--- config.mk ---
export PLATFORM = sky130hd
export DESIGN_NAME = raster_link_top
export DESIGN_NICKNAME = d
export VERILOG_FILES = /design/src/logic/raster_link_pkg.sv /design/src/logic/frame_counter.sv /design/src/logic/link_fsm.sv /design/src/logic/nybble_shifter.sv /design/src/logic/buffer_allocator.sv /design/src/logic/raster_link_top.sv
export VERILOG_INCLUDE_DIRS = /design/src /design/src/logic
export SDC_FILE = /design/constraint.sdc
export NUM_CORES = 1
export LEC_CHECK = 0
export BUFFER_PORTS_ARGS = -buffer_cell sky130_fd_sc_hd__buf_2
export CAP_MARGIN = 20
export CELL_PAD_IN_SITES_DETAIL_PLACEMENT = 0
export CELL_PAD_IN_SITES_GLOBAL_PLACEMENT = 1
export CORE_UTILIZATION = 24
export DETAILED_ROUTE_END_ITERATION = 7
export HOLD_SLACK_MARGIN = 0.1
export PLACE_DENSITY_LB_ADDON = 0.1
export SLEW_MARGIN = 20
export SYNTH_ARGS = -nofsm -noshare
export SYNTH_HDL_FRONTEND = slang
export SYNTH_HIERARCHICAL = 1
export SYNTH_SLANG_ARGS = --single-unit
--- constraint.sdc ---
create_clock -name sck -period 4.7 [get_ports sck]
set_input_delay 0.94 -clock sck [delete_from_list [all_inputs] [get_ports sck]]
set_output_delay 0.94 -clock sck [all_outputs]
set_load 0.005 [all_outputs]
--- src/logic/raster_link_params.svh ---
`ifndef RASTER_LINK_PARAMS_SVH
`define RASTER_LINK_PARAMS_SVH

// cycles ignored after cs_n falls
`define LINK_SETTLE_CYCLES 8

// nybbles per field
`define LINK_VERT_NYB  27
`define LINK_TRI_NYB   6
`define LINK_COUNT_NYB 2

// memory depths in elements
`define LINK_VERT_DEPTH 64
`define LINK_TRI_DEPTH  64

`define LINK_BAD_ID 8'hFF   // reply id of a refused buffer

`endif

--- src/logic/raster_link_pkg.sv ---
`default_nettype none

package raster_link_pkg;

    typedef logic [3:0]   nybble_t;
    typedef logic [7:0]   elem_count_t;
    typedef logic [7:0]   buf_id_t;
    typedef logic [12:0]  vert_addr_t;
    typedef logic [12:0]  tri_addr_t;
    typedef logic [107:0] vert_word_t;  // 3 x 32b coords + 3 x 4b attributes
    typedef logic [23:0]  tri_word_t;   // 3 x 8b vertex indices

    typedef enum logic [3:0] {
        OP_CREATE_VERT = 4'd1,
        OP_CREATE_TRI  = 4'd2
    } opcode_t;

    typedef enum logic [3:0] {
        OK             = 4'd0,
        INVALID_OPCODE = 4'd1,
        OUT_OF_MEMORY  = 4'd2,
        INVALID_COUNT  = 4'd3
    } status_t;

    typedef enum logic [2:0] {
        SETTLE,
        LOAD_OP,
        LOAD_COUNT,
        LOAD_DATA,
        REPLY_ID_HI,
        REPLY_ID_LO,
        STATUS_OUT
    } link_state_t;

    typedef enum logic {
        KIND_VERT,
        KIND_TRI
    } buf_kind_t;

    typedef struct packed {
        buf_id_t     id;
        vert_addr_t  base;
        elem_count_t count;
    } vert_hdr_t;

    typedef struct packed {
        buf_id_t     id;
        tri_addr_t   base;
        elem_count_t count;
    } tri_hdr_t;

    typedef struct packed {
        vert_addr_t addr;
        vert_word_t word;
    } vert_write_t;

    typedef struct packed {
        tri_addr_t addr;
        tri_word_t word;
    } tri_write_t;

endpackage

`default_nettype wire

--- src/logic/frame_counter.sv ---
`timescale 1ns/1ps
`default_nettype none

`include "raster_link_params.svh"

module frame_counter (
    input  logic                          sck,
    input  logic                          rst,
    input  logic                          cs_n,
    input  raster_link_pkg::link_state_t  state,
    input  raster_link_pkg::buf_kind_t    kind,
    input  raster_link_pkg::elem_count_t  elem_count,
    output logic                          settled,
    output logic                          field_done,
    output logic                          last_elem
);
    import raster_link_pkg::*;

    localparam int SETTLE_W = $clog2(`LINK_SETTLE_CYCLES);
    localparam int NYB_W    = $clog2(`LINK_VERT_NYB + 1);

    logic [SETTLE_W-1:0] settle_cnt;
    logic [NYB_W-1:0]    nyb_cnt;
    logic [NYB_W-1:0]    field_len;
    elem_count_t         elem_cnt;
    logic                loading;

    assign loading = (state == LOAD_COUNT) || (state == LOAD_DATA);

    always_comb begin
        if (state == LOAD_COUNT)
            field_len = NYB_W'(`LINK_COUNT_NYB);
        else if (kind == KIND_TRI)
            field_len = NYB_W'(`LINK_TRI_NYB);
        else
            field_len = NYB_W'(`LINK_VERT_NYB);
    end

    assign settled    = settle_cnt == SETTLE_W'(`LINK_SETTLE_CYCLES - 1);
    assign field_done = loading && !cs_n && (nyb_cnt == field_len - 1'b1);
    assign last_elem  = elem_cnt == elem_count - 1'b1;

    always_ff @(posedge sck) begin
        if (rst || cs_n || state != SETTLE) begin
            settle_cnt <= '0;
        end else begin
            settle_cnt <= settle_cnt + 1'b1;
        end
    end

    // nybble position inside the current field
    always_ff @(posedge sck) begin
        if (rst || cs_n || !loading || field_done) begin
            nyb_cnt <= '0;
        end else begin
            nyb_cnt <= nyb_cnt + 1'b1;
        end
    end

    always_ff @(posedge sck) begin
        if (rst || state != LOAD_DATA) begin
            elem_cnt <= '0;
        end else if (field_done) begin
            elem_cnt <= elem_cnt + 1'b1;  // next element of the buffer
        end
    end

    nyb_in_range: assert property (@(posedge sck) disable iff (rst)
        loading |-> nyb_cnt < field_len);

endmodule

`default_nettype wire

--- src/logic/link_fsm.sv ---
`timescale 1ns/1ps
`default_nettype none

module link_fsm (
    input  logic                          sck,
    input  logic                          rst,
    input  logic                          cs_n,
    input  raster_link_pkg::nybble_t      spi_in,
    input  logic                          settled,
    input  logic                          field_done,
    input  logic                          last_elem,
    input  logic                          hdr_ok,
    output raster_link_pkg::link_state_t  state,
    output raster_link_pkg::buf_kind_t    kind,
    output logic                          spi_oe
);
    import raster_link_pkg::*;

    link_state_t state_nx;
    opcode_t     op;

    assign op = opcode_t'(spi_in);

    always_comb begin
        state_nx = state;
        case (state)
            SETTLE: begin
                if (settled)
                    state_nx = LOAD_OP;
            end
            LOAD_OP: begin
                if (op == OP_CREATE_VERT || op == OP_CREATE_TRI)
                    state_nx = LOAD_COUNT;
                else
                    state_nx = STATUS_OUT;  // bad opcode gets status only
            end
            LOAD_COUNT: begin
                if (field_done)
                    state_nx = hdr_ok ? LOAD_DATA : REPLY_ID_HI;
            end
            LOAD_DATA: begin
                if (field_done && last_elem)
                    state_nx = REPLY_ID_HI;
            end
            REPLY_ID_HI: begin
                state_nx = REPLY_ID_LO;
            end
            REPLY_ID_LO: begin
                state_nx = STATUS_OUT;
            end
            STATUS_OUT: begin
                state_nx = LOAD_OP;  // back to back commands skip settle
            end
            default: begin
                state_nx = SETTLE;
            end
        endcase
        if (cs_n)
            state_nx = SETTLE;  // host let go of the bus mid frame
    end

    always_ff @(posedge sck) begin
        if (rst) begin
            state  <= SETTLE;
            kind   <= KIND_VERT;
            spi_oe <= 1'b0;
        end else begin
            state  <= state_nx;
            spi_oe <= state_nx inside {REPLY_ID_HI, REPLY_ID_LO, STATUS_OUT};
            if (state == LOAD_OP)
                kind <= (op == OP_CREATE_TRI) ? KIND_TRI : KIND_VERT;
        end
    end

    // reply drive never outlasts id hi, id lo and status
    oe_burst_len: assert property (@(posedge sck) disable iff (rst)
        spi_oe && $past(spi_oe) && $past(spi_oe, 2) |=> !spi_oe);

endmodule

`default_nettype wire

--- src/logic/nybble_shifter.sv ---
`timescale 1ns/1ps
`default_nettype none

module nybble_shifter (
    input  logic                          sck,
    input  logic                          rst,
    input  raster_link_pkg::link_state_t  state,
    input  raster_link_pkg::nybble_t      spi_in,
    output raster_link_pkg::vert_word_t   field
);
    import raster_link_pkg::*;

    localparam int FIELD_W = $bits(vert_word_t);

    vert_word_t shift_q;

    // field already holds the nybble on the bus this cycle
    assign field = {shift_q[FIELD_W-5:0], spi_in};

    always_ff @(posedge sck) begin
        if (rst) begin
            shift_q <= '0;
        end else if (state == LOAD_COUNT || state == LOAD_DATA) begin
            shift_q <= field;  // msb first
        end
    end

endmodule

`default_nettype wire

--- src/logic/buffer_allocator.sv ---
`timescale 1ns/1ps
`default_nettype none

`include "raster_link_params.svh"

module buffer_allocator (
    input  logic                          sck,
    input  logic                          rst,
    input  raster_link_pkg::link_state_t  state,
    input  raster_link_pkg::buf_kind_t    kind,
    input  raster_link_pkg::vert_word_t   field,
    input  logic                          field_done,
    input  logic                          last_elem,
    output logic                          hdr_ok,
    output raster_link_pkg::elem_count_t  elem_count,
    output logic                          vert_hdr_valid,
    output raster_link_pkg::vert_hdr_t    vert_hdr,
    output logic                          tri_hdr_valid,
    output raster_link_pkg::tri_hdr_t     tri_hdr,
    output logic                          vert_wr_valid,
    output raster_link_pkg::vert_write_t  vert_wr,
    output logic                          tri_wr_valid,
    output raster_link_pkg::tri_write_t   tri_wr,
    output raster_link_pkg::nybble_t      spi_out
);
    import raster_link_pkg::*;

    buf_id_t     next_vert_id, next_tri_id, reply_id;
    vert_addr_t  next_vert_base, vert_end;
    tri_addr_t   next_tri_base, tri_end;
    vert_addr_t  wr_addr;  // shared by both kinds, same width
    status_t     reply_status;
    elem_count_t cnt;
    logic        is_vert, cnt_zero, no_room;
    logic        take_count, take_elem, accept;

    assign is_vert  = kind == KIND_VERT;
    assign cnt      = field[7:0];
    assign vert_end = next_vert_base + vert_addr_t'(cnt);
    assign tri_end  = next_tri_base + tri_addr_t'(cnt);
    assign cnt_zero = cnt == '0;
    assign no_room  = is_vert ? (vert_end > `LINK_VERT_DEPTH) : (tri_end > `LINK_TRI_DEPTH);
    assign hdr_ok   = !cnt_zero && !no_room;

    assign take_count = (state == LOAD_COUNT) && field_done;
    assign take_elem  = (state == LOAD_DATA) && field_done;
    assign accept     = take_count && hdr_ok;

    always_ff @(posedge sck) begin
        if (rst) begin
            vert_hdr_valid <= 1'b0;
            tri_hdr_valid  <= 1'b0;
            vert_wr_valid  <= 1'b0;
            tri_wr_valid   <= 1'b0;
            next_vert_id   <= '0;
            next_tri_id    <= '0;
            next_vert_base <= '0;
            next_tri_base  <= '0;
            reply_status   <= OK;
        end else begin
            vert_hdr_valid <= accept && is_vert;
            tri_hdr_valid  <= accept && !is_vert;
            vert_wr_valid  <= take_elem && is_vert;
            tri_wr_valid   <= take_elem && !is_vert;
            if (accept && is_vert) begin
                next_vert_id   <= next_vert_id + 1'b1;
                next_vert_base <= vert_end;
            end
            if (accept && !is_vert) begin
                next_tri_id   <= next_tri_id + 1'b1;
                next_tri_base <= tri_end;
            end
            // a valid opcode always passes LOAD_COUNT, which overwrites this
            if (state == LOAD_OP)
                reply_status <= INVALID_OPCODE;
            else if (take_count && cnt_zero)
                reply_status <= INVALID_COUNT;
            else if (take_count && no_room)
                reply_status <= OUT_OF_MEMORY;
            else if (take_count)
                reply_status <= OK;
        end
    end

    always_ff @(posedge sck) begin
        if (take_count) begin
            elem_count <= cnt;
            wr_addr    <= is_vert ? next_vert_base : next_tri_base;
            vert_hdr   <= '{id: next_vert_id, base: next_vert_base, count: cnt};
            tri_hdr    <= '{id: next_tri_id, base: next_tri_base, count: cnt};
            if (!hdr_ok)
                reply_id <= `LINK_BAD_ID;
            else
                reply_id <= is_vert ? next_vert_id : next_tri_id;
        end
        if (take_elem) begin
            vert_wr <= '{addr: wr_addr, word: field};
            tri_wr  <= '{addr: tri_addr_t'(wr_addr), word: field[23:0]};
            if (!last_elem)
                wr_addr <= wr_addr + 1'b1;
        end
    end

    always_comb begin
        case (state)
            REPLY_ID_HI: spi_out = reply_id[7:4];
            REPLY_ID_LO: spi_out = reply_id[3:0];
            STATUS_OUT:  spi_out = nybble_t'(reply_status);
            default:     spi_out = '0;
        endcase
    end

    base_in_depth: assert property (@(posedge sck) disable iff (rst)
        next_vert_base <= `LINK_VERT_DEPTH && next_tri_base <= `LINK_TRI_DEPTH);

endmodule

`default_nettype wire

--- src/logic/raster_link_top.sv ---
`timescale 1ns/1ps
`default_nettype none

module raster_link_top (
    input  logic                          sck,
    input  logic                          rst,
    input  logic                          cs_n,
    input  raster_link_pkg::nybble_t      spi_in,
    output raster_link_pkg::nybble_t      spi_out,
    output logic                          spi_oe,
    output logic                          vert_hdr_valid,
    output raster_link_pkg::vert_hdr_t    vert_hdr,
    output logic                          tri_hdr_valid,
    output raster_link_pkg::tri_hdr_t     tri_hdr,
    output logic                          vert_wr_valid,
    output raster_link_pkg::vert_write_t  vert_wr,
    output logic                          tri_wr_valid,
    output raster_link_pkg::tri_write_t   tri_wr
);
    import raster_link_pkg::*;

    link_state_t state;
    buf_kind_t   kind;
    vert_word_t  field;
    elem_count_t elem_count;
    logic        settled, field_done, last_elem, hdr_ok;

    frame_counter frame_counter_i (
        .sck(sck), .rst(rst), .cs_n(cs_n), .state(state), .kind(kind),
        .elem_count(elem_count), .settled(settled), .field_done(field_done),
        .last_elem(last_elem)
    );

    link_fsm link_fsm_i (
        .sck(sck), .rst(rst), .cs_n(cs_n), .spi_in(spi_in), .settled(settled),
        .field_done(field_done), .last_elem(last_elem), .hdr_ok(hdr_ok),
        .state(state), .kind(kind), .spi_oe(spi_oe)
    );

    nybble_shifter nybble_shifter_i (
        .sck(sck), .rst(rst), .state(state), .spi_in(spi_in), .field(field)
    );

    buffer_allocator buffer_allocator_i (
        .sck(sck), .rst(rst), .state(state), .kind(kind), .field(field),
        .field_done(field_done), .last_elem(last_elem), .hdr_ok(hdr_ok),
        .elem_count(elem_count), .vert_hdr_valid(vert_hdr_valid), .vert_hdr(vert_hdr),
        .tri_hdr_valid(tri_hdr_valid), .tri_hdr(tri_hdr), .vert_wr_valid(vert_wr_valid),
        .vert_wr(vert_wr), .tri_wr_valid(tri_wr_valid), .tri_wr(tri_wr), .spi_out(spi_out)
    );

endmodule

`default_nettype wire

==> results.cfg <==
[synth]
ys_dominant_reg_cell = dfxtp_1
syn_area_um2 = 15200
synth.avg_cell_area_um2 = 12.9
postSynth.asyncResetShare = 0
yosysWarnings = 6
netlist.area_leader.share = 0.354
synth_cell_types = 80
synth_seq_cells = 365
yosysTopAreaCell = edfxtp_1
synth_common_cells = 186 x dfxtp_1, 179 x edfxtp_1, 146 x mux2i_1
synth_most_common_cell = dfxtp_1
synth_edf_count = 179
syn-num-nets = 1211
synth_seq_area_share = 0.600
syn_inst = 1178
ys_top_cells_by_area = edfxtp_1 35%, dfxtp_1 25%, mux2i_1 9.6%, nand2b_1 4.9%, buf_4 2.9%

[route]
routedWlPerCell_um = 18.0
firstDrtPassIters = 4
drc = 0
initialDrtViolationCount = 387
ant_nets = 0
num_vias = 9521
viasPerCell = 4.23
drt_wl_total_mm = 40.5

[clocking]
clk_pin_slew_worst_paths_ps = 60
htreeDepth = 2
cts_tree = yes
cts_buffer_depth = 3
clk_latency_ps = 560
postCtsSetupRepairBufs = 0
hold_buffers = 0
numCtsBuffers = 43
cts_resized = 0
cts_root_buf = clkbuf_16
clock_sinks = 365

[hold_path]
hold_path_class = reg2reg

[placed_design]
dp.cells = 2171
place_congestion = 0.759
dpl_cell_area_um2 = 16800
port_buffers = 231
place_hpwl_mm = 27.5

[setup_path]
cp_max_fo = 4
critPathLaunchType = primary input
critPathKind = in2reg
required_ps = 5190
path_buf_inv = 1
critPathCaptureType = register
slowest_stage = or4_4
cp_top_family = compound AO/OA/AOI/OAI gates
worstPathCellList = buf_2, ha_1, fa_1, and3_1, or3_4, a2111oi_4, o211ai_1, a211oi_2, nand3_1, a21oi_2, a21oi_1, or4_4, a211oi_2
slowest_delay_ps = 490
cp_common_cell = a211oi_2
cp_data_arrival_time_ps = 4300

[layout]
syn2layout_area_growth_pct = 19.7
seq_area_um2 = 9100
drive_gt1_frac = 0.247
multiInputGateArea_um2 = 5180
nNetsFinal = 1412
fin_cells = 2252
finish.instance_area_um2 = 18100
fillCellCount = 6399

[die]
coreArea_um2 = 62100
fp.dieH_um = 253
die_area_um2 = 64200
die_w_um = 253
row_count = 91
initial_core_util = 0.244
pin_count = 232

[sta]
finalMaxSlewViolations = 0
fmax_ghz = 0.262
min_period_ps = 3810
rsz0062_at_grt = no
hold_violations = 0
fin_crit_sh = 0.811
worst_clock_skew_ps = 15.0
setup_tns_ps = 0
setup_violations = 0
relSlewSlack = 0.331
holdWs_ps = 423
worst_pin_slew_ps = 1000

[run_status]
status = finished clean

[global_route]
grt_max_degree = 101
grt_pass1_wl_mm = 61.1
antenna_found_initial = 0
track_usage = 0.127
grt_pass1_vias = 9525
overflow = 0

[pwr]
vdd_drop_max_uv = 191
leakagePower_nw = 6.16
p_per_area_nw_per_um2 = 361

[run]
maxCapViolations = 0
[worst register-to-register path, delay by kind of cell (launching register included)]
family                     cells  cell delay [ps]
and+or+nand+nor                4             1340
DFF                            1              450
xor gates and xnor gates       1              140
buffers and inverters          1               70
AOI/OAI and AO/OA              5              950
adders and majority gates      2              630
[routing by layer]
metal,global-route usage,vias to the layer above,part of all wire
met5,0,-,0
met4,0.0379,0,0.023
met3,0.0265,58,0.044
met2,0.194,197,0.45
met1,0.177,4622,0.48
li1,-,4644,-
[state kept, by name (all words and copies together), names as in the netlist, 3 cells and up]
| name | cells |
|---|---|
| buffer_allocator_i/next_tri_base | 13 |
| buffer_allocator_i/next_vert_base | 13 |
| buffer_allocator_i/next_tri_id | 8 |
| frame_counter_i/elem_cnt | 8 |
| buffer_allocator_i/tri_wr | 13 |
| buffer_allocator_i/vert_hdr | 21 |
| buffer_allocator_i/vert_wr | 108 |
| buffer_allocator_i/wr_addr | 13 |
| link_fsm_i/state | 3 |
| buffer_allocator_i/reply_id | 8 |
| nybble_shifter_i/shift_q | 104 |
| buffer_allocator_i/tri_hdr | 29 |
| frame_counter_i/nyb_cnt | 5 |
| frame_counter_i/settle_cnt | 3 |
| buffer_allocator_i/next_vert_id | 8 |
[logic make-up (layout without fill, tap and decap cells)]
family          count (synthesis)  in the layout  share of synthesized area
compound gates                120            120                     0.0616
buf+inv                       122            358                     0.0587
other cells                     0              1                          0
simple gates                  367            367                      0.141
mux                           155            155                      0.103
flops                         365            365                      0.600
fa+ha+maj                      26             26                     0.0224
xor+xnor                       23             23                     0.0133
[placed cells by master, fill, tap and decap left out, types with 8 or more instances in the layout]
cell / n
and3_1: 9
edfxtp_1: 179
xor2_1: 12
nand2b_1: 119
nand4_1: 12
dfxtp_1: 186
nand2_1: 44
or4_1: 8
nor3_1: 12
a211oi_1: 9
mux2_1: 9
clkbuf_16: 44
nand3_1: 20
o21ai_0: 16
buf_4: 23
nor2_1: 64
ha_1: 24
a21oi_1: 27
mux2i_1: 146
inv_1: 18
clkbuf_1: 16
nor2b_1: 9
and2_1: 20
xnor2_1: 11
o211ai_1: 13
buf_2: 230
[worst paths after layout]
kind                                            start                        endpoint  slack, ps  cells past startpoint
setup / recovery                            spi_in[0]             link_fsm_i/state[0]        890                     13
hold / removal           nybble_shifter_i/shift_q[71]  buffer_allocator_i/vert_wr[75]        420                      0
setup reg to reg  buffer_allocator_i/next_tri_base[0]             link_fsm_i/state[0]       1060                     13
hold reg to reg          nybble_shifter_i/shift_q[71]  buffer_allocator_i/vert_wr[75]        420                      0
[stage by stage]
| stage | total power, W | setup slack (ps) | utilization |
|---|---|---|---|
| finish | 0.00654 | 888 | 0.292 |
| global route | 0.00682 | 745 | 0.292 |
| CTS | 0.00669 | 892 | 0.292 |
| detailed placement | 0.00345 | 278 | 0.271 |
| global placement | 0.00345 | 335 | 0.271 |
| floorplan | 0.00342 | 317 | - |
[power by group]
group	internal [W]	switching, W
combinational	0.0000267	0.0000422
clock	0.00182	0.00135
sequential	0.00331	0.000000384
total	0.00515	0.00139
[cell type report]
cell class                 instances  share of cell area
tap                              837              0.0577
clock inverter                    18             0.00696
clock buffer                      62              0.0655
multi-input combinational        691               0.285
antenna                            1            0.000138
sequential                       365               0.501
timing repair buffer             258              0.0785
inverter                          20             0.00434
(Power assumes the default switching activity.)
